### config.mk
export PLATFORM = sky130hd
export DESIGN_NAME = cu_kernel_control
export DESIGN_NICKNAME = d
export VERILOG_FILES = /design/src/design/cu_kernel_pkg.sv /design/src/design/cu_kernel_control.sv
export VERILOG_INCLUDE_DIRS = /design/src /design/src/include
export SDC_FILE = /design/constraint.sdc
export NUM_CORES = 1
export LEC_CHECK = 0
export BUFFER_PORTS_ARGS = -buffer_cell sky130_fd_sc_hd__buf_2
export CORE_MARGIN = 4
export CORE_UTILIZATION = 29
export DETAILED_ROUTE_END_ITERATION = 6
export PLACE_DENSITY = 0.51
export SLEW_MARGIN = 0
export SYNTH_ARGS = -nofsm -noshare
export SYNTH_HDL_FRONTEND = slang
export SYNTH_SLANG_ARGS = --single-unit
### constraint.sdc
create_clock -name ap_clk -period 6.5 [get_ports ap_clk]
set_input_delay 0 -clock ap_clk [delete_from_list [all_inputs] [get_ports ap_clk]]
set_output_delay 0 -clock ap_clk [all_outputs]
set_load 0.005 [all_outputs]
### src/include/cu_bundles_defs.svh
/*
 * Shared sizing macros for the compute unit
 * Bundle count, packet field widths, address step and request FIFO sizing
 */

`ifndef CU_BUNDLES_DEFS_SVH
`define CU_BUNDLES_DEFS_SVH

// Bundle engines behind one descriptor
`define CU_NUM_BUNDLES 4
`define CU_BUNDLE_ID_W 2

// Packet field widths, address and data share one word
`define CU_ADDR_W 32
`define CU_DATA_W 32
`define CU_CNT_W 8
`define CU_SUM_W 40

// Byte step between consecutive words
`define CU_WORD_BYTES 4

// Request FIFO depth and almost-full level
`define CU_REQ_FIFO_DEPTH 8
`define CU_REQ_FIFO_THRESH 6

`endif
### src/design/cu_kernel_pkg.sv
/*
 * Kernel descriptor types
 * Base address and per-bundle word count
 */

`include "cu_bundles_defs.svh"

package cu_kernel_pkg;

    // Same count for every bundle, slices are contiguous
    typedef struct packed {
        logic [`CU_ADDR_W-1:0] base_address;
        logic [`CU_CNT_W-1:0]  count;
    } kernel_payload_t;

    // Valid is a one-cycle start strobe
    typedef struct packed {
        logic            valid;
        kernel_payload_t payload;
    } kernel_descriptor_t;

endpackage

### src/design/cu_kernel_control.sv
/*
 * Kernel control
 * Two-stage descriptor register with broadcast, done aggregation, result sum
 */

`timescale 1ns/10ps
`include "cu_bundles_defs.svh"

module cu_kernel_control (
    input  logic                              ap_clk,
    input  logic                              areset_cu_bundles,
    input  cu_kernel_pkg::kernel_descriptor_t descriptor_i,
    input  logic [`CU_NUM_BUNDLES-1:0]        bundle_done_i,
    input  logic [`CU_SUM_W-1:0]              bundle_sum_i [`CU_NUM_BUNDLES],
    input  logic                              fifo_empty_i,
    output cu_kernel_pkg::kernel_descriptor_t bundle_descriptor_o,
    output logic                              done_o,
    output logic [`CU_SUM_W-1:0]              result_o
);

    cu_kernel_pkg::kernel_descriptor_t desc_stage;
    logic                              kick;
    logic [`CU_SUM_W-1:0]              sum_total;

    // ----------------------------
    // Descriptor pipeline
    // ----------------------------
    always_ff @(posedge ap_clk) begin
        if (areset_cu_bundles) begin
            desc_stage.valid          <= 1'b0;
            bundle_descriptor_o.valid <= 1'b0;
        end else begin
            desc_stage.valid          <= descriptor_i.valid;
            bundle_descriptor_o.valid <= desc_stage.valid;
        end
    end

    // Payload follows its valid
    always_ff @(posedge ap_clk) begin
        desc_stage.payload          <= descriptor_i.payload;
        bundle_descriptor_o.payload <= desc_stage.payload;
    end

    // ----------------------------
    // Completion
    // ----------------------------
    // Old bundle done levels linger until the broadcast lands
    assign kick = descriptor_i.valid | desc_stage.valid | bundle_descriptor_o.valid;

    always_ff @(posedge ap_clk) begin
        if (areset_cu_bundles) begin
            done_o <= 1'b0;
        end else if (kick) begin
            done_o <= 1'b0;
        end else begin
            done_o <= (&bundle_done_i) & fifo_empty_i;
        end
    end

    // Bundle sums are stable once each bundle is done
    always_comb begin
        sum_total = '0;
        for (int i = 0; i < `CU_NUM_BUNDLES; i++) begin
            sum_total = sum_total + bundle_sum_i[i];
        end
    end

    always_ff @(posedge ap_clk) begin
        result_o <= sum_total;
    end

endmodule

==> results.tsv <==
metric	value	unit
pin count of the biggest net entering global routing	17	
FF+latch area	2460	sq um
launch point of the critical path	bundle_sum_i[121]	
setup repair after global routing missed its margin	no	
Maximum Capacitance Violations	0	
delay contributed by the slowest stage of the critical path	540	ps
Internal Pwr Total	0.00205	W
cell depth of the worst setup path	15	
max-slew violation count	0	
RePlAce Congestion	0.758	
synthesized netlist cell count	692	
synthesized cell area	6850	sq um
Setup TNS Final	0	ps
root cell of the clock tree	clkbuf_16	
register share of total power	29.7	%
Synth Area per Inst	9.90	sq um
worst reg2reg startpoint	desc_stage[40]$_SDFF_PP0_	
unique cell type count in the Yosys netlist	51	
violated checks	DRC	
per-cell routed wire length	12.7	um
Worst-Margin Slew	432	ps
vias per std cell	4.07	
detailed-route DRC error count	1	
dominant register cell in the synthesized netlist	dfxtp_1	
Switching Power	0.00118	W
FMAX	0.289	GHz
crit-path cells	dlygate4sd3_1, buf_2, fa_1, ha_1, inv_1, fa_1, and2b_1, o2111ai_2, a21boi_4, a211oi_2, nor2_2, o2111ai_1, a211o_1, a211o_1, o211ai_2	
Setup violations, final	0	
Min-Delay Path Depth	4	
io pins	290	
crit path buf inv count	3	
clock tree from TritonCTS	built	
critical-path maximum fanout	5	
FF+latch count, synth	123	
total setup buffers inserted after CTS	0	
VDD IR-drop max	117	uV
Synth top area share	35.9	%
detailed-placement wirelength estimate	14.6	mm
vias in the first global route	5829	
y dimension of the die	162	um
Worst path slowest cell	fa_1	
antenna diode count	0	
most common cell in the synthesized netlist	inv_1	
Placed Cells incl. Taps	1290	
maximum level of the CTS H-tree	4	
Post-synth top cells	219 x inv_1, 123 x dfxtp_1, 78 x fa_1	
Hold/Removal Path Class	in -> reg	
required time at the worst-slack endpoint	6850	ps
area of the multi-input gates	3550	sq um
type of element capturing the critical path	flip-flop	
part of the cycle the worst path needs	53.3	%
Num CTS Buffers	17	
combinational fraction of design power	41.9	%
Fillers	2351	
floorplan row count	55	
result of the run	finished with violations	
maximum number of buffers from clock root to sink	2	
first-pass GRT wire length	27.9	mm
number of synthesized flops with an enable pin	0	
setup slack on the worst flop-to-flop path	4540	ps
cells taking the most area after synthesis	dfxtp_1 36%, fa_1 23%, inv_1 12%	
area enclosed by the die boundary	26100	sq um
initial DRC count	128	
worst setup path category	in -> reg	
reg2reg end	done_o$_SDFF_PP0_	
die width	162	um
placeable core region	22900	sq um
count of input and output buffers	289	
Net Count, Synth	1017	
clk slew on worst S/H paths	60	ps
detailed-router iteration count before antenna repair	7	
power per cell area	332	nW/um^2
Detail Route Antenna Nets	0	
worst slew slack as a fraction of its limit	71.1	%
DR vias	5584	
share of layout cells above drive strength 1	31.9	%
clock latency on the worst-skew pair	420	ps
Worst path top cell family by delay	compound AO/OA/AOI/OAI gates	
number of non-filler instances in the completed layout	1371	
GRT Total Usage	13.4	%
number of antenna violations at the first check in global routing	0	
share of synthesized flip-flops with an asynchronous set or reset	0	%
leakage power	5.29	nW
Fin. Hold Viols	0	
CP Data Arrival Time	3810	ps
total congestion overflow	0	
endpoint of the worst setup timing path	result_o[37]$_DFF_P_	
Register-to-Register Path Depth	5	
maximum clock skew at final layout	4.76	ps
Ys Warns	0	
fraction of power spent switching nets	36.6	%
library cell with the largest summed area after synthesis	dfxtp_1	
starting density of the core	29.9	%
sequential cell area fraction in the yosys report	35.9	%
post-CTS sizing	0	
final layout net count	1370	
type of element launching the critical path	primary input	
number of clock sinks	123	
drt total wl	17.5	mm
relative contribution of the clock network to total power	28.4	%
area growth from synthesis to layout	42.1	%
post-layout minimum cycle time	3470	ps
==> cells by family after synthesis <==
logic type	synth area share, %
xor+xnor	4.86
simple gates	6.06
buf+inv	12.2
flops	35.9
fa+ha+maj	29.9
compound gates	11.0
==> area by class of cell <==
type / count / share of cell area (%)
clock buffer: 17 / 4.37
clock inverter: 15 / 1.49
inverter: 219 / 8.44
multi-input combinational: 346 / 36.5
sequential: 123 / 25.3
tap: 313 / 4.02
timing repair buffer: 338 / 19.9
==> how the worst min path moves through the flow <==
| stage | start | end | slack [ps] |
|---|---|---|---|
| floorplan | descriptor_i[0] | desc_stage[0]$_DFF_P_ | 30 |
| global placement | descriptor_i[6] | desc_stage[6]$_DFF_P_ | 100 |
| detailed placement | descriptor_i[39] | desc_stage[39]$_DFF_P_ | 100 |
| CTS | bundle_sum_i[119] | result_o[39]$_DFF_P_ | 4 |
| global route | bundle_sum_i[119] | result_o[39]$_DFF_P_ | 50 |
| finish | bundle_sum_i[119] | result_o[39]$_DFF_P_ | 10 |
==> power by group through the flow <==
stage                     Combinational (W)  Clock, W  Sequential [W]
after detailed placement            0.00134         0        0.000977
after floorplan                    0.000869         0        0.000995
after global placement              0.00134         0        0.000972
after global routing                0.00154  0.000990        0.000973
final                               0.00135  0.000916        0.000959
after CTS                           0.00138  0.000955        0.000961
==> cells in the final DEF, fill, tap and decap left out, drive strengths merged, types with 5 or more instances in the layout <==
| cell type | n |
|---|---|
| a21o | 16 |
| a21oi | 39 |
| a31oi | 7 |
| buf | 289 |
| clkbuf | 17 |
| dfxtp | 123 |
| dlygate4sd3 | 49 |
| fa | 78 |
| ha | 39 |
| inv | 229 |
| nand2 | 24 |
| nand3 | 7 |
| nand4 | 6 |
| nor2 | 16 |
| nor2b | 5 |
| o21ai | 19 |
| o21bai | 6 |
| xnor2 | 26 |
| xor2 | 12 |
==> metrics by stage <==
step	utilization, %	hold WS (ps)	cell area [sq um]	power, W	worst slack (ps)
4_1_cts	42.5	4.33	9730	0.00329	3010
2_1_floorplan	-	27.7	6850	0.00186	3240
3_5_place_dp	37.8	104	8670	0.00232	2680
5_1_grt	42.5	46.4	9730	0.00350	2910
6_report	42.5	12.7	9730	0.00323	3030
3_3_place_gp	37.8	102	8670	0.00232	2780
==> repair_timing <==
action                                  in CTS  in global routing
endpoints found under the hold margin       46                  0
hold buffers                                49                  0
endpoints found under the setup margin       0                  0
==> worst min-delay path, stage by stage <==
cell     delay [ps]
buf_2            80
xnor2_1          80
xnor2_1         160
xnor2_1          60
==> layer usage <==
| layer | wire length [um] | part of all wire [%] | global-route usage (%) |
|---|---|---|---|
| met5 | 0 | 0 | 0 |
| met1 | 7170 | 41 | 15.6 |
| met4 | 249 | 1.4 | 4.04 |
| met2 | 8580 | 49 | 23.3 |
| met3 | 1460 | 8.3 | 4.49 |
==> sequential cells by signal, indices dropped and copies added (netlist names) <==
name and count:
bundle_descriptor_o 41, desc_stage 41, result_o 40, done_o 1
Power figures use the tool's default switching activity.
