## src/include/cu_bundles_defs.svh

```systemverilog
/*
 * Shared sizing macros for the compute unit
 * Bundle count, packet field widths, address step and request FIFO sizing
 */

`ifndef CU_BUNDLES_DEFS_SVH
`define CU_BUNDLES_DEFS_SVH

// Bundle engines behind one descriptor
`define CU_NUM_BUNDLES 4
`define CU_BUNDLE_ID_W 2

// Packet field widths, address and data share one word
`define CU_ADDR_W 32
`define CU_DATA_W 32
`define CU_CNT_W 8
`define CU_SUM_W 40

// Byte step between consecutive words
`define CU_WORD_BYTES 4

// Request FIFO depth and almost-full level
`define CU_REQ_FIFO_DEPTH 8
`define CU_REQ_FIFO_THRESH 6

`endif
```

## src/design/cu_mem_pkg.sv

```systemverilog
/*
 * Memory packet types
 * Command, metadata, address/data word union and the packet itself
 */

`include "cu_bundles_defs.svh"

package cu_mem_pkg;

    // ----------------------------
    // Packet header
    // ----------------------------
    typedef enum logic [0:0] {
        CMD_READ_REQ = 1'b0,
        CMD_READ_RSP = 1'b1
    } mem_cmd_t;

    // Bundle ID routes the response back
    typedef struct packed {
        mem_cmd_t                    cmd;
        logic [`CU_BUNDLE_ID_W-1:0] id;
    } mem_meta_t;

    // ----------------------------
    // Packet body
    // ----------------------------
    // Address on the way out, data on the way back
    typedef union packed {
        logic [`CU_ADDR_W-1:0] address;
        logic [`CU_DATA_W-1:0] data;
    } mem_word_u;

    typedef struct packed {
        mem_meta_t meta;
        mem_word_u word;
    } mem_payload_t;

    typedef struct packed {
        logic         valid;
        mem_payload_t payload;
    } mem_packet_t;

endpackage

```

## src/design/cu_response_router.sv

```systemverilog
/*
 * Response router
 * Registers each memory response and steers it to one bundle by ID
 */

`timescale 1ns/10ps
`include "cu_bundles_defs.svh"

module cu_response_router #(
    parameter int NUM_RESPONDERS = `CU_NUM_BUNDLES
) (
    input  logic                    ap_clk,
    input  logic                    areset_cu_bundles,
    input  cu_mem_pkg::mem_packet_t response_i,
    output cu_mem_pkg::mem_packet_t bundle_response_o [NUM_RESPONDERS]
);

    cu_mem_pkg::mem_packet_t rsp_reg;

    // ----------------------------
    // Input register
    // ----------------------------
    always_ff @(posedge ap_clk) begin
        if (areset_cu_bundles) begin
            rsp_reg.valid <= 1'b0;
        end else begin
            rsp_reg.valid <= response_i.valid;
        end
    end

    always_ff @(posedge ap_clk) begin
        rsp_reg.payload <= response_i.payload;
    end

    // ----------------------------
    // ID decode
    // ----------------------------
    // Payload fans out to all lanes, valid only on the matching one
    for (genvar i = 0; i < NUM_RESPONDERS; i++) begin : g_lane
        assign bundle_response_o[i].valid =
            rsp_reg.valid && (rsp_reg.payload.meta.id == `CU_BUNDLE_ID_W'(i));
        assign bundle_response_o[i].payload = rsp_reg.payload;
    end

endmodule

```

## config.mk

```make
export PLATFORM = sky130hd
export DESIGN_NAME = cu_response_router
export DESIGN_NICKNAME = d
export VERILOG_FILES = /design/src/design/cu_mem_pkg.sv /design/src/design/cu_response_router.sv
export VERILOG_INCLUDE_DIRS = /design/src /design/src/include
export SDC_FILE = /design/constraint.sdc
export NUM_CORES = 1
export LEC_CHECK = 0
export BUFFER_PORTS_ARGS = -buffer_cell sky130_fd_sc_hd__buf_2
export CAP_MARGIN = 20
export CORE_ASPECT_RATIO = 0.8
export CORE_UTILIZATION = 32
export CTS_CLUSTER_DIAMETER = 40
export CTS_CLUSTER_SIZE = 20
export DETAILED_ROUTE_END_ITERATION = 12
export GPL_ROUTABILITY_DRIVEN = 0
export GPL_TIMING_DRIVEN = 0
export PLACE_DENSITY = 0.84
export SYNTH_ARGS = -nofsm -noshare
export SYNTH_HDL_FRONTEND = slang
export SYNTH_SLANG_ARGS = --single-unit
```

## constraint.sdc

```tcl
create_clock -name ap_clk -period 0.8 [get_ports ap_clk]
set_input_delay 0 -clock ap_clk [delete_from_list [all_inputs] [get_ports ap_clk]]
set_output_delay 0 -clock ap_clk [all_outputs]
set_load 0.01 [all_outputs]
```

==> summary.txt, run 1 <==
P per Cell Area: 1130 mW/mm²
Fin crit period: 1020 ps
Area delta synth->final: 164%
CP Capture Point: bundle_response_o[107]
Period utilization: 1.28
Critical Path RT: 800 ps
CTS tree: yes
Starting Density: 0.332
Crit end category: primary output
Setup_tns: -10,310 ps
Clock Pin Slew Worst Setup and Hold Paths: 70 ps
Clock Path Buffers: 2
RSZ-0062 raised after global routing: yes
Fillcell total: 244
Largest net degree at the start of global routing: 11
Antenna violations before repair: 0
Area occupied by multi-input gates: 43.8 µm²
Max reg flops: 35
First-pass GRT wire length: 10,900 µm
DRT Pass-1 Iters: 4
H-tree level count: 2
Mapped Area: 0.00182 mm²
Routed length per instance: 15.1 µm
DRC Markers: 0
Fmax achieved: 977 MHz
Post-synthesis xor/xnor area fraction: 0
Leak: 2.40 nW
Actual slew at the worst max-slew pin: 113 ps
Main combinational cell family by area after synthesis: buffers and inverters
Startpoint types: flip-flop
Syn Area/Cell: 10.0 µm²
Die width: 86.2 µm
CTS Root Cell: clkbuf_8
Synth Instances: 181
Sequential Area: 853 µm²
Final WL: 7310 µm
Clock sink count: 36
Worst path slowest cell: dfxtp_4
Post-DP HPWL: 3150 µm
Total GRT Usage: 0.243
Mux cell area share after synthesis: 0
CTS buffer count: 5
Core Util, Final: 0.878
Endpoints failing setup: 144
Nets: 444
Relative slew slack: 0.924
CP Class: flip-flop to primary output
Post-DRT Antenna Nets: 0
Vias in the first global route: 2,107
Final Max Tran Viols: 0
Post-synthesis sequential area ratio: 0.397
Setup slack after layout: -224 ps
Layout cells sized above 1: 0.897
CP max FO: 8
Failing checks: setup timing
Worst slack, placed: 5.73 ps
Core area: 0.00547 mm²
Row cnt: 24
DR vias/cell: 3.78
I/O Buffers: 181
CP max stage delay: 410 ps
Die area: 0.00598 mm²
Synth Area in Adders: 0
Status: complete, but fails checks
IR drop worst, VDD: 0.860 mV
DRT iter0 DRCs: 29
Post-Synth Simple-Gate Area: 0.0241
Yosys cell types: 6
Max-cap violations: 0
GR Overflow Total: 0
Synth Register Bits: 36
Detailed-route via count: 1,831
Syn Nets: 219
Die Span Y: 69.4 µm
Ys Warns: 0
Crit path launch: bundle_response_o[33]
Worst-path cell chain: and3b_1 -> buf_2
ANT cells: 0
Post-synthesis compound-gate area fraction: 0
Worst Hold Class: input pin to flip-flop
# IOs: 182
Final Hold Fails: 0
Worst Path Arrival: 1020 ps
metal layers:
layer	track usage	wire, µm	part of all wire
met5	0	0	0
met1	0.222	2370	0.32
met3	0.0810	684	0.094
met4	0.107	211	0.029
met2	0.474	4050	0.55
final cells by class:
cell class / instances / share of cell area
repair buffers: 218 / 0.450
plain buffers: 140 / 0.324
flip-flops and latches: 36 / 0.178
well taps: 78 / 0.0203
clock buffers: 8 / 0.0188
multi-input cells: 5 / 0.00912
worst min-delay path by stage:
stage                   startpoint                     to  slack (ps)  cells after the start
finish               response_i[7]   bundle_response_o[7]         360                      2
detailed placement  response_i[12]  bundle_response_o[12]         100                      1
CTS                 response_i[32]  bundle_response_o[32]         340                      2
floorplan            response_i[0]   bundle_response_o[0]          30                      0
global route         response_i[7]   bundle_response_o[7]         350                      2
global placement    response_i[20]  bundle_response_o[20]         100                      1
cells in the mapped netlist:
master   instances  area [µm²]
nor3b_2          1        12.5
buf_4          140        1050
and3_2           1        7.51
dfxtp_1         36         721
nor2b_1          1        6.26
and3b_1          2        17.5
per-stage QoR:
stage / std cells / hold slack [ps] / instance area, µm² / power [W]
after floorplan: 181 / 27.7 / 1820 / 0.00273
after global placement: 440 / 102 / 2820 / 0.00315
after detailed placement: 440 / 104 / 2820 / 0.00318
after CTS: 485 / 337 / 4790 / 0.00533
after global routing: 485 / 350 / 4800 / 0.00563
final: 485 / 359 / 4800 / 0.00542
logic make-up after synthesis:
kind of cell	count (synthesis)
buf+inv	140
simple gates	5
flops	36
worst max-delay path, delay by kind of cell, from the launching register on:
family                 cells  cell delay [ps]
and+or+nand+nor            1              200
buffers and inverters      1              140
DFF                        1              410
where the power goes:
part	leakage, nW	internal [W]	switching, W	total (W)
Combinational	2.03	0.00148	0.000602	0.00208
Clock	0.0455	0.000702	0.000607	0.00131
Sequential	0.316	0.00185	0.000185	0.00203
cells in the final DEF (no fill, tap or decap):
cell           count
and3_2             1
and3b_1            2
buf_2             40
buf_4              5
buf_6            276
clkbuf_1           2
clkbuf_8           6
dfxtp_2            1
dfxtp_4           35
dlygate4sd3_1     37
nor2b_1            1
nor3b_2            1
what timing repair did:
action                                  CTS  global route
hold buffers                             37             0
setup buffers                             0             0
resized for setup                       343             4
endpoints found under the setup margin  144           144
endpoints found under the hold margin    36             0
pin swaps                                 0             1
Power figures use the tool's default switching activity.
==> run 2: changes to the inputs <==
--- a/config.mk
+++ b/config.mk
@@ -16,6 +16,7 @@
 export GPL_ROUTABILITY_DRIVEN = 0
 export GPL_TIMING_DRIVEN = 0
 export PLACE_DENSITY = 0.84
+export SETUP_SLACK_MARGIN = 0.5
 export SYNTH_ARGS = -nofsm -noshare
 export SYNTH_HDL_FRONTEND = slang
 export SYNTH_SLANG_ARGS = --single-unit
==> run 2 against run 1 <==
Against the previous run:
- the flow finishes with violations (hold timing, setup timing)
- sequential cell count unchanged
- die area unchanged
- via count down 10%
- sequential share of layout area grew 1.4 points
- critical path type unchanged
- critical endpoint unchanged
- highest routed layer unchanged
==> summary.txt, run 2 (synthesized netlist as in run 1, its figures left out) <==
Crit end category: primary output
CP max FO: 8
Core area: 0.00547 mm²
Vias in the first global route: 1,818
Die area: 0.00598 mm²
Failing checks: hold timing, setup timing
Max reg flops: 35
Routed length per instance: 13.1 µm
Fmax achieved: 998 MHz
Core Util, Final: 0.811
Area delta synth->final: 144%
CTS buffer count: 5
Total GRT Usage: 0.196
Setup_tns: -8870 ps
Total Power: 0.00522 W
Die width: 86.2 µm
Startpoint types: flip-flop
Leak: 2.24 nW
IR drop worst, VDD: 1.01 mV
I/O Buffers: 181
Starting Density: 0.332
Row cnt: 24
Status: complete, but fails checks
HP Start: response_i[21]
DRT Pass-1 Iters: 2
Clock Path Buffers: 2
Setup slack after layout: -202 ps
GR Overflow Total: 0
Layout cells sized above 1: 0.984
P per Cell Area: 1180 mW/mm²
Detailed-route via count: 1,647
Fin crit period: 1000 ps
CP max stage delay: 400 ps
Die Span Y: 69.4 µm
Clock sink count: 36
H-tree level count: 2
CP Class: flip-flop to primary output
Nets: 407
DR vias/cell: 3.68
DRT iter0 DRCs: 14
Worst Hold Depth: 1
Antenna violations before repair: 0
ANT cells: 0
Setup Fix Bufs, Post-CTS: 0
Most frequent cells in the layout: buf_6, buf_2, dfxtp_4
Most common cell after layout, fill and taps aside: buf_6
Worst Hold Class: input pin to flip-flop
First-pass GRT wire length: 8980 µm
Final Max Tran Viols: 0
# IOs: 182
Largest net degree at the start of global routing: 11
Worst-path cell chain: and3b_1 -> buf_2
Post-DRT Antenna Nets: 0
DRC Markers: 0
Final Hold Fails: 36
Max-cap violations: 0
Clock Pin Slew Worst Setup and Hold Paths: 70 ps
Relative slew slack: 0.913
Fin Hold WS: -176 ps
Endpoints failing setup: 144
Worst path slowest cell: dfxtp_4
Worst slack, placed: 99.3 ps
Hold endpoint: bundle_response_o[21]
Worst Path Arrival: 1000 ps
Period utilization: 1.25
Final WL: 5870 µm
CTS tree: yes
Actual slew at the worst max-slew pin: 130 ps
Critical Path RT: 800 ps
RSZ-0062 raised after global routing: yes
CTS Root Cell: clkbuf_8
-- run 2: cell types whose count changed in the layout (fill, tap and decap cells not counted) --
cell / previous run / this run
dfxtp_1: 0 / 1
dlygate4sd3_1: 37 / 0
dfxtp_2: 1 / 0
buf_4: 5 / 4
buf_6: 276 / 277
-- run 2: final cells by class --
class | count | area (µm²)
multi-input cells | 5 | 43.8
clock buffers | 8 | 90.1
fillers | 299 | 1030
well taps | 78 | 97.6
repair buffers | 181 | 1790
flip-flops and latches | 36 | 852
plain buffers | 140 | 1560
-- run 2: metal layers --
layer  part of all wire  up-vias  global-route usage
met3              0.099        4              0.0738
met4             0.0082        0              0.0333
met2               0.57      102               0.403
met5                  0        -                   0
li1                   -      792                   -
met1               0.32      749               0.178
-- run 2: per-stage QoR --
stage / instance area, µm² / std cells
finish: 4430 / 448
global route: 4430 / 448
CTS: 4420 / 448
detailed placement: 3440 / 440
global placement: 3440 / 440
floorplan: 2440 / 181
-- run 2: worst max-delay path by stage --
| stage | start | to | slack, ps | depth (start not counted) |
|---|---|---|---|---|
| 2_1_floorplan | bundle_response_o[33] | bundle_response_o[107] | 220 | 1 |
| 3_3_place_gp | bundle_response_o[32] | bundle_response_o[71] | 110 | 2 |
| 3_5_place_dp | bundle_response_o[33] | bundle_response_o[107] | 100 | 2 |
| 4_1_cts | bundle_response_o[33] | bundle_response_o[143] | -190 | 2 |
| 5_1_grt | bundle_response_o[33] | bundle_response_o[107] | -240 | 2 |
| 6_report | bundle_response_o[33] | bundle_response_o[107] | -200 | 2 |
-- run 2: critical path, delay by kind of cell (launching register included) --
kind | cells | cell delay (ps)
and+or+nand+nor | 1 | 190
DFF | 1 | 400
buffers and inverters | 1 | 140
-- run 2: where the power goes --
part	total (W)	internal (W)	switching [W]	leakage [nW]
logic	0.00191	0.00136	0.000552	1.88
registers	0.00202	0.00185	0.000174	0.316
clock network	0.00129	0.000702	0.000585	0.0455
total	0.00522	0.00391	0.00131	2.24
-- run 2: repair_timing --
action                                  in CTS  in global routing
pin swaps                                    1                  1
endpoints found under the setup margin     144                144
resized for setup                          144                  4
hold endpoints to repair                    36                 36
