[src/include/cu_bundles_defs.svh]
/*
 * Shared sizing macros for the compute unit
 * Bundle count, packet field widths, address step and request FIFO sizing
 */

`ifndef CU_BUNDLES_DEFS_SVH
`define CU_BUNDLES_DEFS_SVH

// Bundle engines behind one descriptor
`define CU_NUM_BUNDLES 4
`define CU_BUNDLE_ID_W 2

// Packet field widths, address and data share one word
`define CU_ADDR_W 32
`define CU_DATA_W 32
`define CU_CNT_W 8
`define CU_SUM_W 40

// Byte step between consecutive words
`define CU_WORD_BYTES 4

// Request FIFO depth and almost-full level
`define CU_REQ_FIFO_DEPTH 8
`define CU_REQ_FIFO_THRESH 6

`endif
[src/design/cu_kernel_pkg.sv]
/*
 * Kernel descriptor types
 * Base address and per-bundle word count
 */

`include "cu_bundles_defs.svh"

package cu_kernel_pkg;

    // Same count for every bundle, slices are contiguous
    typedef struct packed {
        logic [`CU_ADDR_W-1:0] base_address;
        logic [`CU_CNT_W-1:0]  count;
    } kernel_payload_t;

    // Valid is a one-cycle start strobe
    typedef struct packed {
        logic            valid;
        kernel_payload_t payload;
    } kernel_descriptor_t;

endpackage

[src/design/cu_mem_pkg.sv]
/*
 * Memory packet types
 * Command, metadata, address/data word union and the packet itself
 */

`include "cu_bundles_defs.svh"

package cu_mem_pkg;

    // ----------------------------
    // Packet header
    // ----------------------------
    typedef enum logic [0:0] {
        CMD_READ_REQ = 1'b0,
        CMD_READ_RSP = 1'b1
    } mem_cmd_t;

    // Bundle ID routes the response back
    typedef struct packed {
        mem_cmd_t                    cmd;
        logic [`CU_BUNDLE_ID_W-1:0] id;
    } mem_meta_t;

    // ----------------------------
    // Packet body
    // ----------------------------
    // Address on the way out, data on the way back
    typedef union packed {
        logic [`CU_ADDR_W-1:0] address;
        logic [`CU_DATA_W-1:0] data;
    } mem_word_u;

    typedef struct packed {
        mem_meta_t meta;
        mem_word_u word;
    } mem_payload_t;

    typedef struct packed {
        logic         valid;
        mem_payload_t payload;
    } mem_packet_t;

endpackage

[src/design/cu_bundle_engine.sv]
/*
 * Bundle engine
 * Issues read requests over its word slice and accumulates the responses
 */

`timescale 1ns/10ps
`include "cu_bundles_defs.svh"

module cu_bundle_engine #(
    parameter int BUNDLE_ID = 0
) (
    input  logic                              ap_clk,
    input  logic                              areset_cu_bundles,
    input  cu_kernel_pkg::kernel_descriptor_t descriptor_i,
    input  cu_mem_pkg::mem_packet_t           response_i,
    input  logic                              grant_i,
    output cu_mem_pkg::mem_packet_t           request_o,
    output logic                              done_o,
    output logic [`CU_SUM_W-1:0]              sum_o
);

    logic                  busy;
    logic                  req_valid;
    logic [`CU_ADDR_W-1:0] req_addr;
    logic [`CU_CNT_W-1:0]  count_r;
    logic [`CU_CNT_W-1:0]  grant_cnt;
    logic [`CU_CNT_W-1:0]  rsp_cnt;
    logic [`CU_ADDR_W-1:0] slice_offset;
    logic                  rsp_hit;

    // Start of this bundle's slice, relative to base
    assign slice_offset = `CU_ADDR_W'(BUNDLE_ID)
                        * `CU_ADDR_W'(descriptor_i.payload.count)
                        * `CU_ADDR_W'(`CU_WORD_BYTES);

    // Only read responses carry data to add
    assign rsp_hit = response_i.valid
                  && (response_i.payload.meta.cmd == cu_mem_pkg::CMD_READ_RSP);

    // ----------------------------
    // Request sequencer
    // ----------------------------
    always_ff @(posedge ap_clk) begin
        if (areset_cu_bundles) begin
            req_valid <= 1'b0;
            grant_cnt <= '0;
        end else if (descriptor_i.valid) begin
            // Empty slice issues nothing
            req_valid <= (descriptor_i.payload.count != '0);
            grant_cnt <= '0;
        end else if (grant_i && req_valid) begin
            grant_cnt <= grant_cnt + 1'b1;
            // Last word just granted
            if (grant_cnt + 1'b1 == count_r) begin
                req_valid <= 1'b0;
            end
        end
    end

    // Address and count are payload, reloaded per kernel
    always_ff @(posedge ap_clk) begin
        if (descriptor_i.valid) begin
            req_addr <= descriptor_i.payload.base_address + slice_offset;
            count_r  <= descriptor_i.payload.count;
        end else if (grant_i && req_valid) begin
            req_addr <= req_addr + `CU_ADDR_W'(`CU_WORD_BYTES);
        end
    end

    // Pending request, tagged with our ID
    assign request_o.valid                = req_valid;
    assign request_o.payload.meta.cmd     = cu_mem_pkg::CMD_READ_REQ;
    assign request_o.payload.meta.id      = `CU_BUNDLE_ID_W'(BUNDLE_ID);
    assign request_o.payload.word.address = req_addr;

    // ----------------------------
    // Response accumulator
    // ----------------------------
    always_ff @(posedge ap_clk) begin
        if (areset_cu_bundles) begin
            busy    <= 1'b0;
            done_o  <= 1'b0;
            rsp_cnt <= '0;
            sum_o   <= '0;
        end else if (descriptor_i.valid) begin
            busy    <= 1'b1;
            done_o  <= 1'b0;
            rsp_cnt <= '0;
            sum_o   <= '0;
        end else begin
            if (rsp_hit) begin
                rsp_cnt <= rsp_cnt + 1'b1;
                sum_o   <= sum_o + `CU_SUM_W'(response_i.payload.word.data);
            end
            // All responses back, level holds until next kernel
            if (busy && (rsp_cnt == count_r)) begin
                busy   <= 1'b0;
                done_o <= 1'b1;
            end
        end
    end

endmodule

[config.mk]
export PLATFORM = sky130hd
export DESIGN_NAME = cu_bundle_engine
export DESIGN_NICKNAME = d
export VERILOG_FILES = /design/src/design/cu_kernel_pkg.sv /design/src/design/cu_mem_pkg.sv /design/src/design/cu_bundle_engine.sv
export VERILOG_INCLUDE_DIRS = /design/src /design/src/include
export SDC_FILE = /design/constraint.sdc
export NUM_CORES = 1
export LEC_CHECK = 0
export BUFFER_PORTS_ARGS = -buffer_cell sky130_fd_sc_hd__buf_2
export CORE_MARGIN = 8
export CORE_UTILIZATION = 59
export DETAILED_ROUTE_END_ITERATION = 10
export PLACE_DENSITY = 0.89
export REMOVE_ABC_BUFFERS = 1
export SLEW_MARGIN = 20
export SYNTH_ARGS = -nofsm -noshare
export SYNTH_HDL_FRONTEND = slang
export SYNTH_SLANG_ARGS = --single-unit
[constraint.sdc]
create_clock -name ap_clk -period 7.1 [get_ports ap_clk]
set_input_delay 1.42 -clock ap_clk [delete_from_list [all_inputs] [get_ports ap_clk]]
set_output_delay 1.42 -clock ap_clk [all_outputs]
set_load 0.03 [all_outputs]
==> impl_metrics.yaml, run 1 <==
outcome:
  status: "complete, no violations"
cells_and_area:
  area_delta_synth_final_pct: 15.42
  final_cell_mix: "buf_2, nand2_1, a21oi_1"
  layout-drive-gt1-share_pct: 20.84
  post-route-cell-area_mm2: 0.007296
  nFillCells: 866
  diodes: 0
  nets: 994
  final_cells: 1019
  final_common_cell: "buf_2"
min_path:
  min_path_cells: 2
  hp-class: "reg -> reg"
  min_to: "sum_o[15]$_SDFFE_PP0P_"
  hp-start: "sum_o[15]$_SDFFE_PP0P_"
clocking:
  cts_buffer_depth: 2
  h-tree-depth: 3
  cts_setup_buffers: 0
  numCtsBuffers: 9
  cts_resized: 0
  clk_pin_slew_ps: 90
  clock_sinks: 99
  clk_latency_ps: 370
  cts_tree: "done"
  clockRootBuffer: "clkbuf_8"
  cts_hold_buffers: 0
routing:
  via_count: 5828
  wirelength_um: 16290
  post-route-drc-count: 0
  drt_iter0_markers: 440
  ant_nets: 0
  via_per_inst: 5.719
  wl_per_cell_um: 15.99
  firstDrtPassIters: 5
timing:
  fin_crit_sh_pct: 54.67
  setup_viol: 0
  period_minus_slack_ps: 3881
  rsz0062_at_grt: "false"
  tightestPinTransition_ps: 1036
  maxSlewHeadroom_pct: 30.96
  setup_tns_ps: 0
  finalHoldViolCount: 0
  fin_ws_ps: 3219
  fmax_mhz: 257.6
  slew_violations: 0
  finalClockSkew_ps: 8.833
synth:
  yosys-top-cells-area: "edfxtp_1, dfxtp_1, nand2_1"
  synth_xor_area_share_pct: 11.36
  synth_largest_area_cell: "edfxtp_1"
  ys_seq_elements: 99
  avgSynthCellArea_um2: 8.496
  synth_top_area_share_pct: 19.00
  syn_inst: 744
  synth-simple-area-share_pct: 20.57
  synth_flop_cell: "dfxtp_1"
  synthAdderAreaFrac_pct: 7.245
  synthArstFlopShare_pct: 0
  synth_compound_area_share_pct: 19.32
  ys_warn_count: 0
  ys_seq_area_share_pct: 37.69
  yosysUniqueCellTypes: 66
  synth_edf_count: 40
  synthMuxAreaShare_pct: 0.3365
  synth_area_mm2: 0.006321
  synth_top_family_by_area: "simple AND/OR/NAND/NOR gates"
floorplanning:
  io_pins: 157
  die_area_mm2: 0.01428
  core.rowCount: 37
  dieWidth_um: 119.5
  die_h_um: 119.5
  fp.coreArea_mm2: 0.01037
  start_util_pct: 60.96
placed_design:
  portBuffers: 151
  place_area_mm2: 0.007121
  gp_congestion: 0.8983
  place_ws_ps: 2867
  dp_hpwl_um: 12140
  placed_cells: 1003
job:
  cap_violations: 0
worst_setup_path:
  crit_path_start_kind: "input pin"
  worstPathArrival_ps: 4090
  cp.required_ps: 7310
  cp-end-kind: "register"
  reg2reg_depth: 10
  critPathMaxFanout: 8
  r2r_start: "sum_o[0]$_SDFFE_PP0P_"
  critPathLaunch: "response_i[0]"
  reg2reg_setup_slack_ps: 4050
  worstSetupPathType: "in -> reg"
  r2r_end: "sum_o[38]$_SDFFE_PP0P_"
grt:
  grt_pass1_vias: 5561
  grtUsageTotal_pct: 22.27
  grt_max_degree: 78
  grt_pass1_wl_um: 26560
  antenna_found_initial: 0
  overflow: 0
power:
  power.density_mw_per_mm2: 169.9
  p_total_uw: 1240
  irDropWorstVdd_mv: 0.1131
  leakage_uw: 0.003199
==> cell usage after synthesis (all sizes together) (2+ instances only) <==
cell	count
a41o	2
clkbuf	23
or3	12
nand3	32
dfxtp	59
nor2	55
a21o	18
o21bai	7
inv	14
nor4	6
nor3	7
ha	35
a221oi	2
a211oi	7
xor2	44
and2	6
xnor2	38
nand2	120
buf	11
o21a	2
o21ai	57
and3	16
a21oi	64
a311oi	2
o211ai	4
edfxtp	40
o311ai	2
o31ai	4
or2	5
nand2b	2
a31oi	11
nand4	12
a21boi	3
nor2b	2
a211o	2
==> cells by family after synthesis <==
| family | count (synthesis) |
|---|---|
| XOR/XNOR | 82 |
| other | 1 |
| AO/OA/AOI/OAI | 195 |
| adder cells (fa/ha/maj) | 36 |
| flip-flops | 99 |
| multiplexers | 2 |
| AND/OR/NAND/NOR | 281 |
| buffers and inverters | 48 |
==> per-stage QoR <==
stage | util (%) | hold WS [ps]
floorplan | - | 450.9
global placement | 68.67 | 454.1
detailed placement | 68.67 | 460.7
CTS | 70.35 | 473.4
global route | 70.35 | 500.5
finish | 70.35 | 471.1
==> worst max-delay path, stage by stage <==
cell	delay (ps)
buf_2	100
ha_1	230
fa_1	440
a211oi_1	370
o21ai_1	190
a221oi_2	440
o31a_4	260
o2111ai_4	150
a31oi_4	260
or3_1	150
a21oi_1	60
==> per-layer routing <==
layer	track usage, %	part of all wire (%)	up-vias
met3	4.876	6.6	30
li1	-	-	2917
met5	0	0	-
met4	7.416	2.3	0
met1	27.74	43	2673
met2	37.48	48	208
==> state kept, by name (all words and copies together) (netlist names) <==
register,cells
sum_o,40
req_addr,32
count_r,8
grant_cnt,8
rsp_cnt,8
busy,1
done_o,1
req_valid,1
==> report_power, final <==
group,internal (uW),switching [uW],total [uW]
logic,91.2,162,254
clock network,147,188,335
registers,625,26.8,651
==> final cells by class <==
class | count | area [um2] | share of cell area [%]
flip-flops and latches | 99 | 2382 | 32.65
clock inverters | 2 | 12.51 | 0.1715
inverters | 14 | 52.55 | 0.7203
multi-input cells | 599 | 3730 | 51.12
clock buffers | 14 | 162.7 | 2.229
well taps | 136 | 170.2 | 2.332
repair buffers | 155 | 785.8 | 10.77
==> how the worst max path moves through the flow <==
stage,endpoint,slack (ps),depth (start not counted)
after floorplan,sum_o[32]$_SDFFE_PP0P_,3360,10
after global placement,sum_o[36]$_SDFFE_PP0P_,2990,11
after detailed placement,sum_o[38]$_SDFFE_PP0P_,2870,11
after CTS,sum_o[38]$_SDFFE_PP0P_,3250,11
after global routing,sum_o[38]$_SDFFE_PP0P_,3040,11
final,sum_o[38]$_SDFFE_PP0P_,3220,11
Power figures use the tool's default switching activity.
==> run 2, diff against run 1 <==
Settings changed: CORE_UTILIZATION 59 to 54, PLACE_DENSITY 0.89 to 0.83.
Clock period 7.1 ns to 3.9 ns, I/O delays scaled along.
==> run 2 against run 1 <==
Clock power grew to 2.7 times the previous value. Global-route usage is 1.1 points lower. First-iteration DRC count is 15% higher. Register-to-register slack worse by 3100 ps. Sequential cell count stayed put. Worst setup slack worse by 2500 ps. Combinational power is 83% higher. Cell count is 0.79% higher. Total power is 110% higher.
==> impl_metrics.yaml, run 2 (synthesized netlist as in run 1, its figures left out) <==
outcome:
  status: "complete, no violations"
timing:
  finalClockSkew_ps: 6.028
  fmax_mhz: 317.3
  maxSlewHeadroom_pct: 44.69
  period_minus_slack_ps: 3152
  slew_violations: 0
  finalHoldViolCount: 0
  tightestPinTransition_ps: 826.6
  setup_tns_ps: 0
  fin_crit_sh_pct: 80.82
  setup_viol: 0
  rsz0062_at_grt: "false"
worst_setup_path:
  crit_cells: 11
  cp-end-kind: "register"
  crit_path_start_kind: "input pin"
  worstSetupPathType: "in -> reg"
  critPathMaxFanout: 3
  path_common_cell: "a211oi_1"
  critical_path_buf_inv_count: 1
  critPathTopFamily: "compound AO/OA/AOI/OAI gates"
  reg2reg_depth: 10
  path_cells: "buf_2, ha_1, fa_1, a211oi_1, o21ai_1, and3_2, o31ai_1, a21oi_1, a211oi_1, xor2_1, o21ai_0"
  cp.required_ps: 4120
  worstPathArrival_ps: 3370
  cp_slowest_stage_delay_ps: 430
  slowest_stage: "fa_1"
clocking:
  clk_pin_slew_ps: 60
  cts_hold_buffers: 0
  clock_sinks: 99
  cts_buffer_depth: 2
  cts_setup_buffers: 0
  cts_tree: "done"
  h-tree-depth: 3
  cts_resized: 0
  clk_latency_ps: 350
  numCtsBuffers: 9
  clockRootBuffer: "clkbuf_16"
power:
  p_sw_share_pct: 29.27
  irDropWorstVdd_mv: 0.5327
  p_int_uw: 1799
  leakage_uw: 0.003250
  power.density_mw_per_mm2: 342.7
  power.switching_uw: 744.5
  p_comb_share_pct: 18.3
  power_frac_clock_pct: 35.0
  seq_power_share_pct: 46.7
cells_and_area:
  final_common_cell: "buf_2"
  finish.utilization_pct: 65.01
  area_delta_synth_final_pct: 17.44
  reg_top3: "sum_o (40), req_addr (32)"
  final_cell_mix: "buf_2, nand2_1, a21oi_1"
  diodes: 0
  largest_register_ffs: 40
  layout-drive-gt1-share_pct: 20.93
  largest-register: "sum_o"
  nets: 995
grt:
  antenna_found_initial: 0
  grt_pass1_vias: 5530
  overflow: 0
  grt_pass1_wl_um: 26240
  grt_max_degree: 52
  grtUsageTotal_pct: 21.16
min_path:
  min_path_cells: 2
  hp-class: "reg -> reg"
placed_design:
  dp_hpwl_um: 12380
  portBuffers: 151
  gp_congestion: 0.9115
routing:
  via_per_inst: 5.707
  wirelength_um: 16620
  ant_nets: 0
  post-route-drc-count: 0
  via_count: 5861
  drt_iter0_markers: 505
  firstDrtPassIters: 6
  wl_per_cell_um: 16.18
floorplanning:
  die_area_mm2: 0.01542
  fp.coreArea_mm2: 0.01142
  io_pins: 157
  core.rowCount: 39
  start_util_pct: 55.36
  dieWidth_um: 124.2
  die_h_um: 124.2
job:
  cap_violations: 0
## run 2: power groups by stage
stage	combinational [uW]	sequential (uW)	clock (uW)
after floorplan	224	1280	0
after global placement	454	1210	0
after detailed placement	461	1210	0
after CTS	464	1190	909
after global routing	506	1190	944
final	465	1190	891
## run 2: worst paths after layout
check	start	to	slack, ps
setup / recovery	response_i[0]	sum_o[20]$_SDFFE_PP0P_	750
hold reg to reg	sum_o[16]$_SDFFE_PP0P_	sum_o[16]$_SDFFE_PP0P_	470
setup reg to reg	sum_o[0]$_SDFFE_PP0P_	sum_o[20]$_SDFFE_PP0P_	960
hold / removal	sum_o[16]$_SDFFE_PP0P_	sum_o[16]$_SDFFE_PP0P_	470
## run 2: per-layer routing
metal	global-route usage [%]	share of wire, %
met3	6.256	6.9
met5	0	0
met4	5.725	2.0
met1	26.60	43
met2	34.67	48
## run 2: cell type report
type	instances	area (um2)
fillers	1003	3995
multi-input cells	599	3730
flip-flops and latches	99	2382
repair buffers	156	793.3
clock buffers	11	232.7
well taps	143	178.9
clock inverters	5	53.80
inverters	14	52.55
## run 2: worst min-delay path, stage by stage (launching register included)
cell	delay, ps
dfxtp_1	320
nand2_1	60
a21oi_1	50
## run 2: stage by stage
step	worst slack, ps	std cells	total power (uW)	hold slack (ps)	area, um2
6_report	748.1	1027	2544	469.0	7423
5_1_grt	414.9	1027	2644	498.9	7423
4_1_cts	761.2	1027	2561	471.6	7423
3_5_place_dp	399.7	1011	1670	462.4	7137
3_3_place_gp	445.2	1011	1662	458.3	7137
2_1_floorplan	799.0	712	1508	450.9	6165
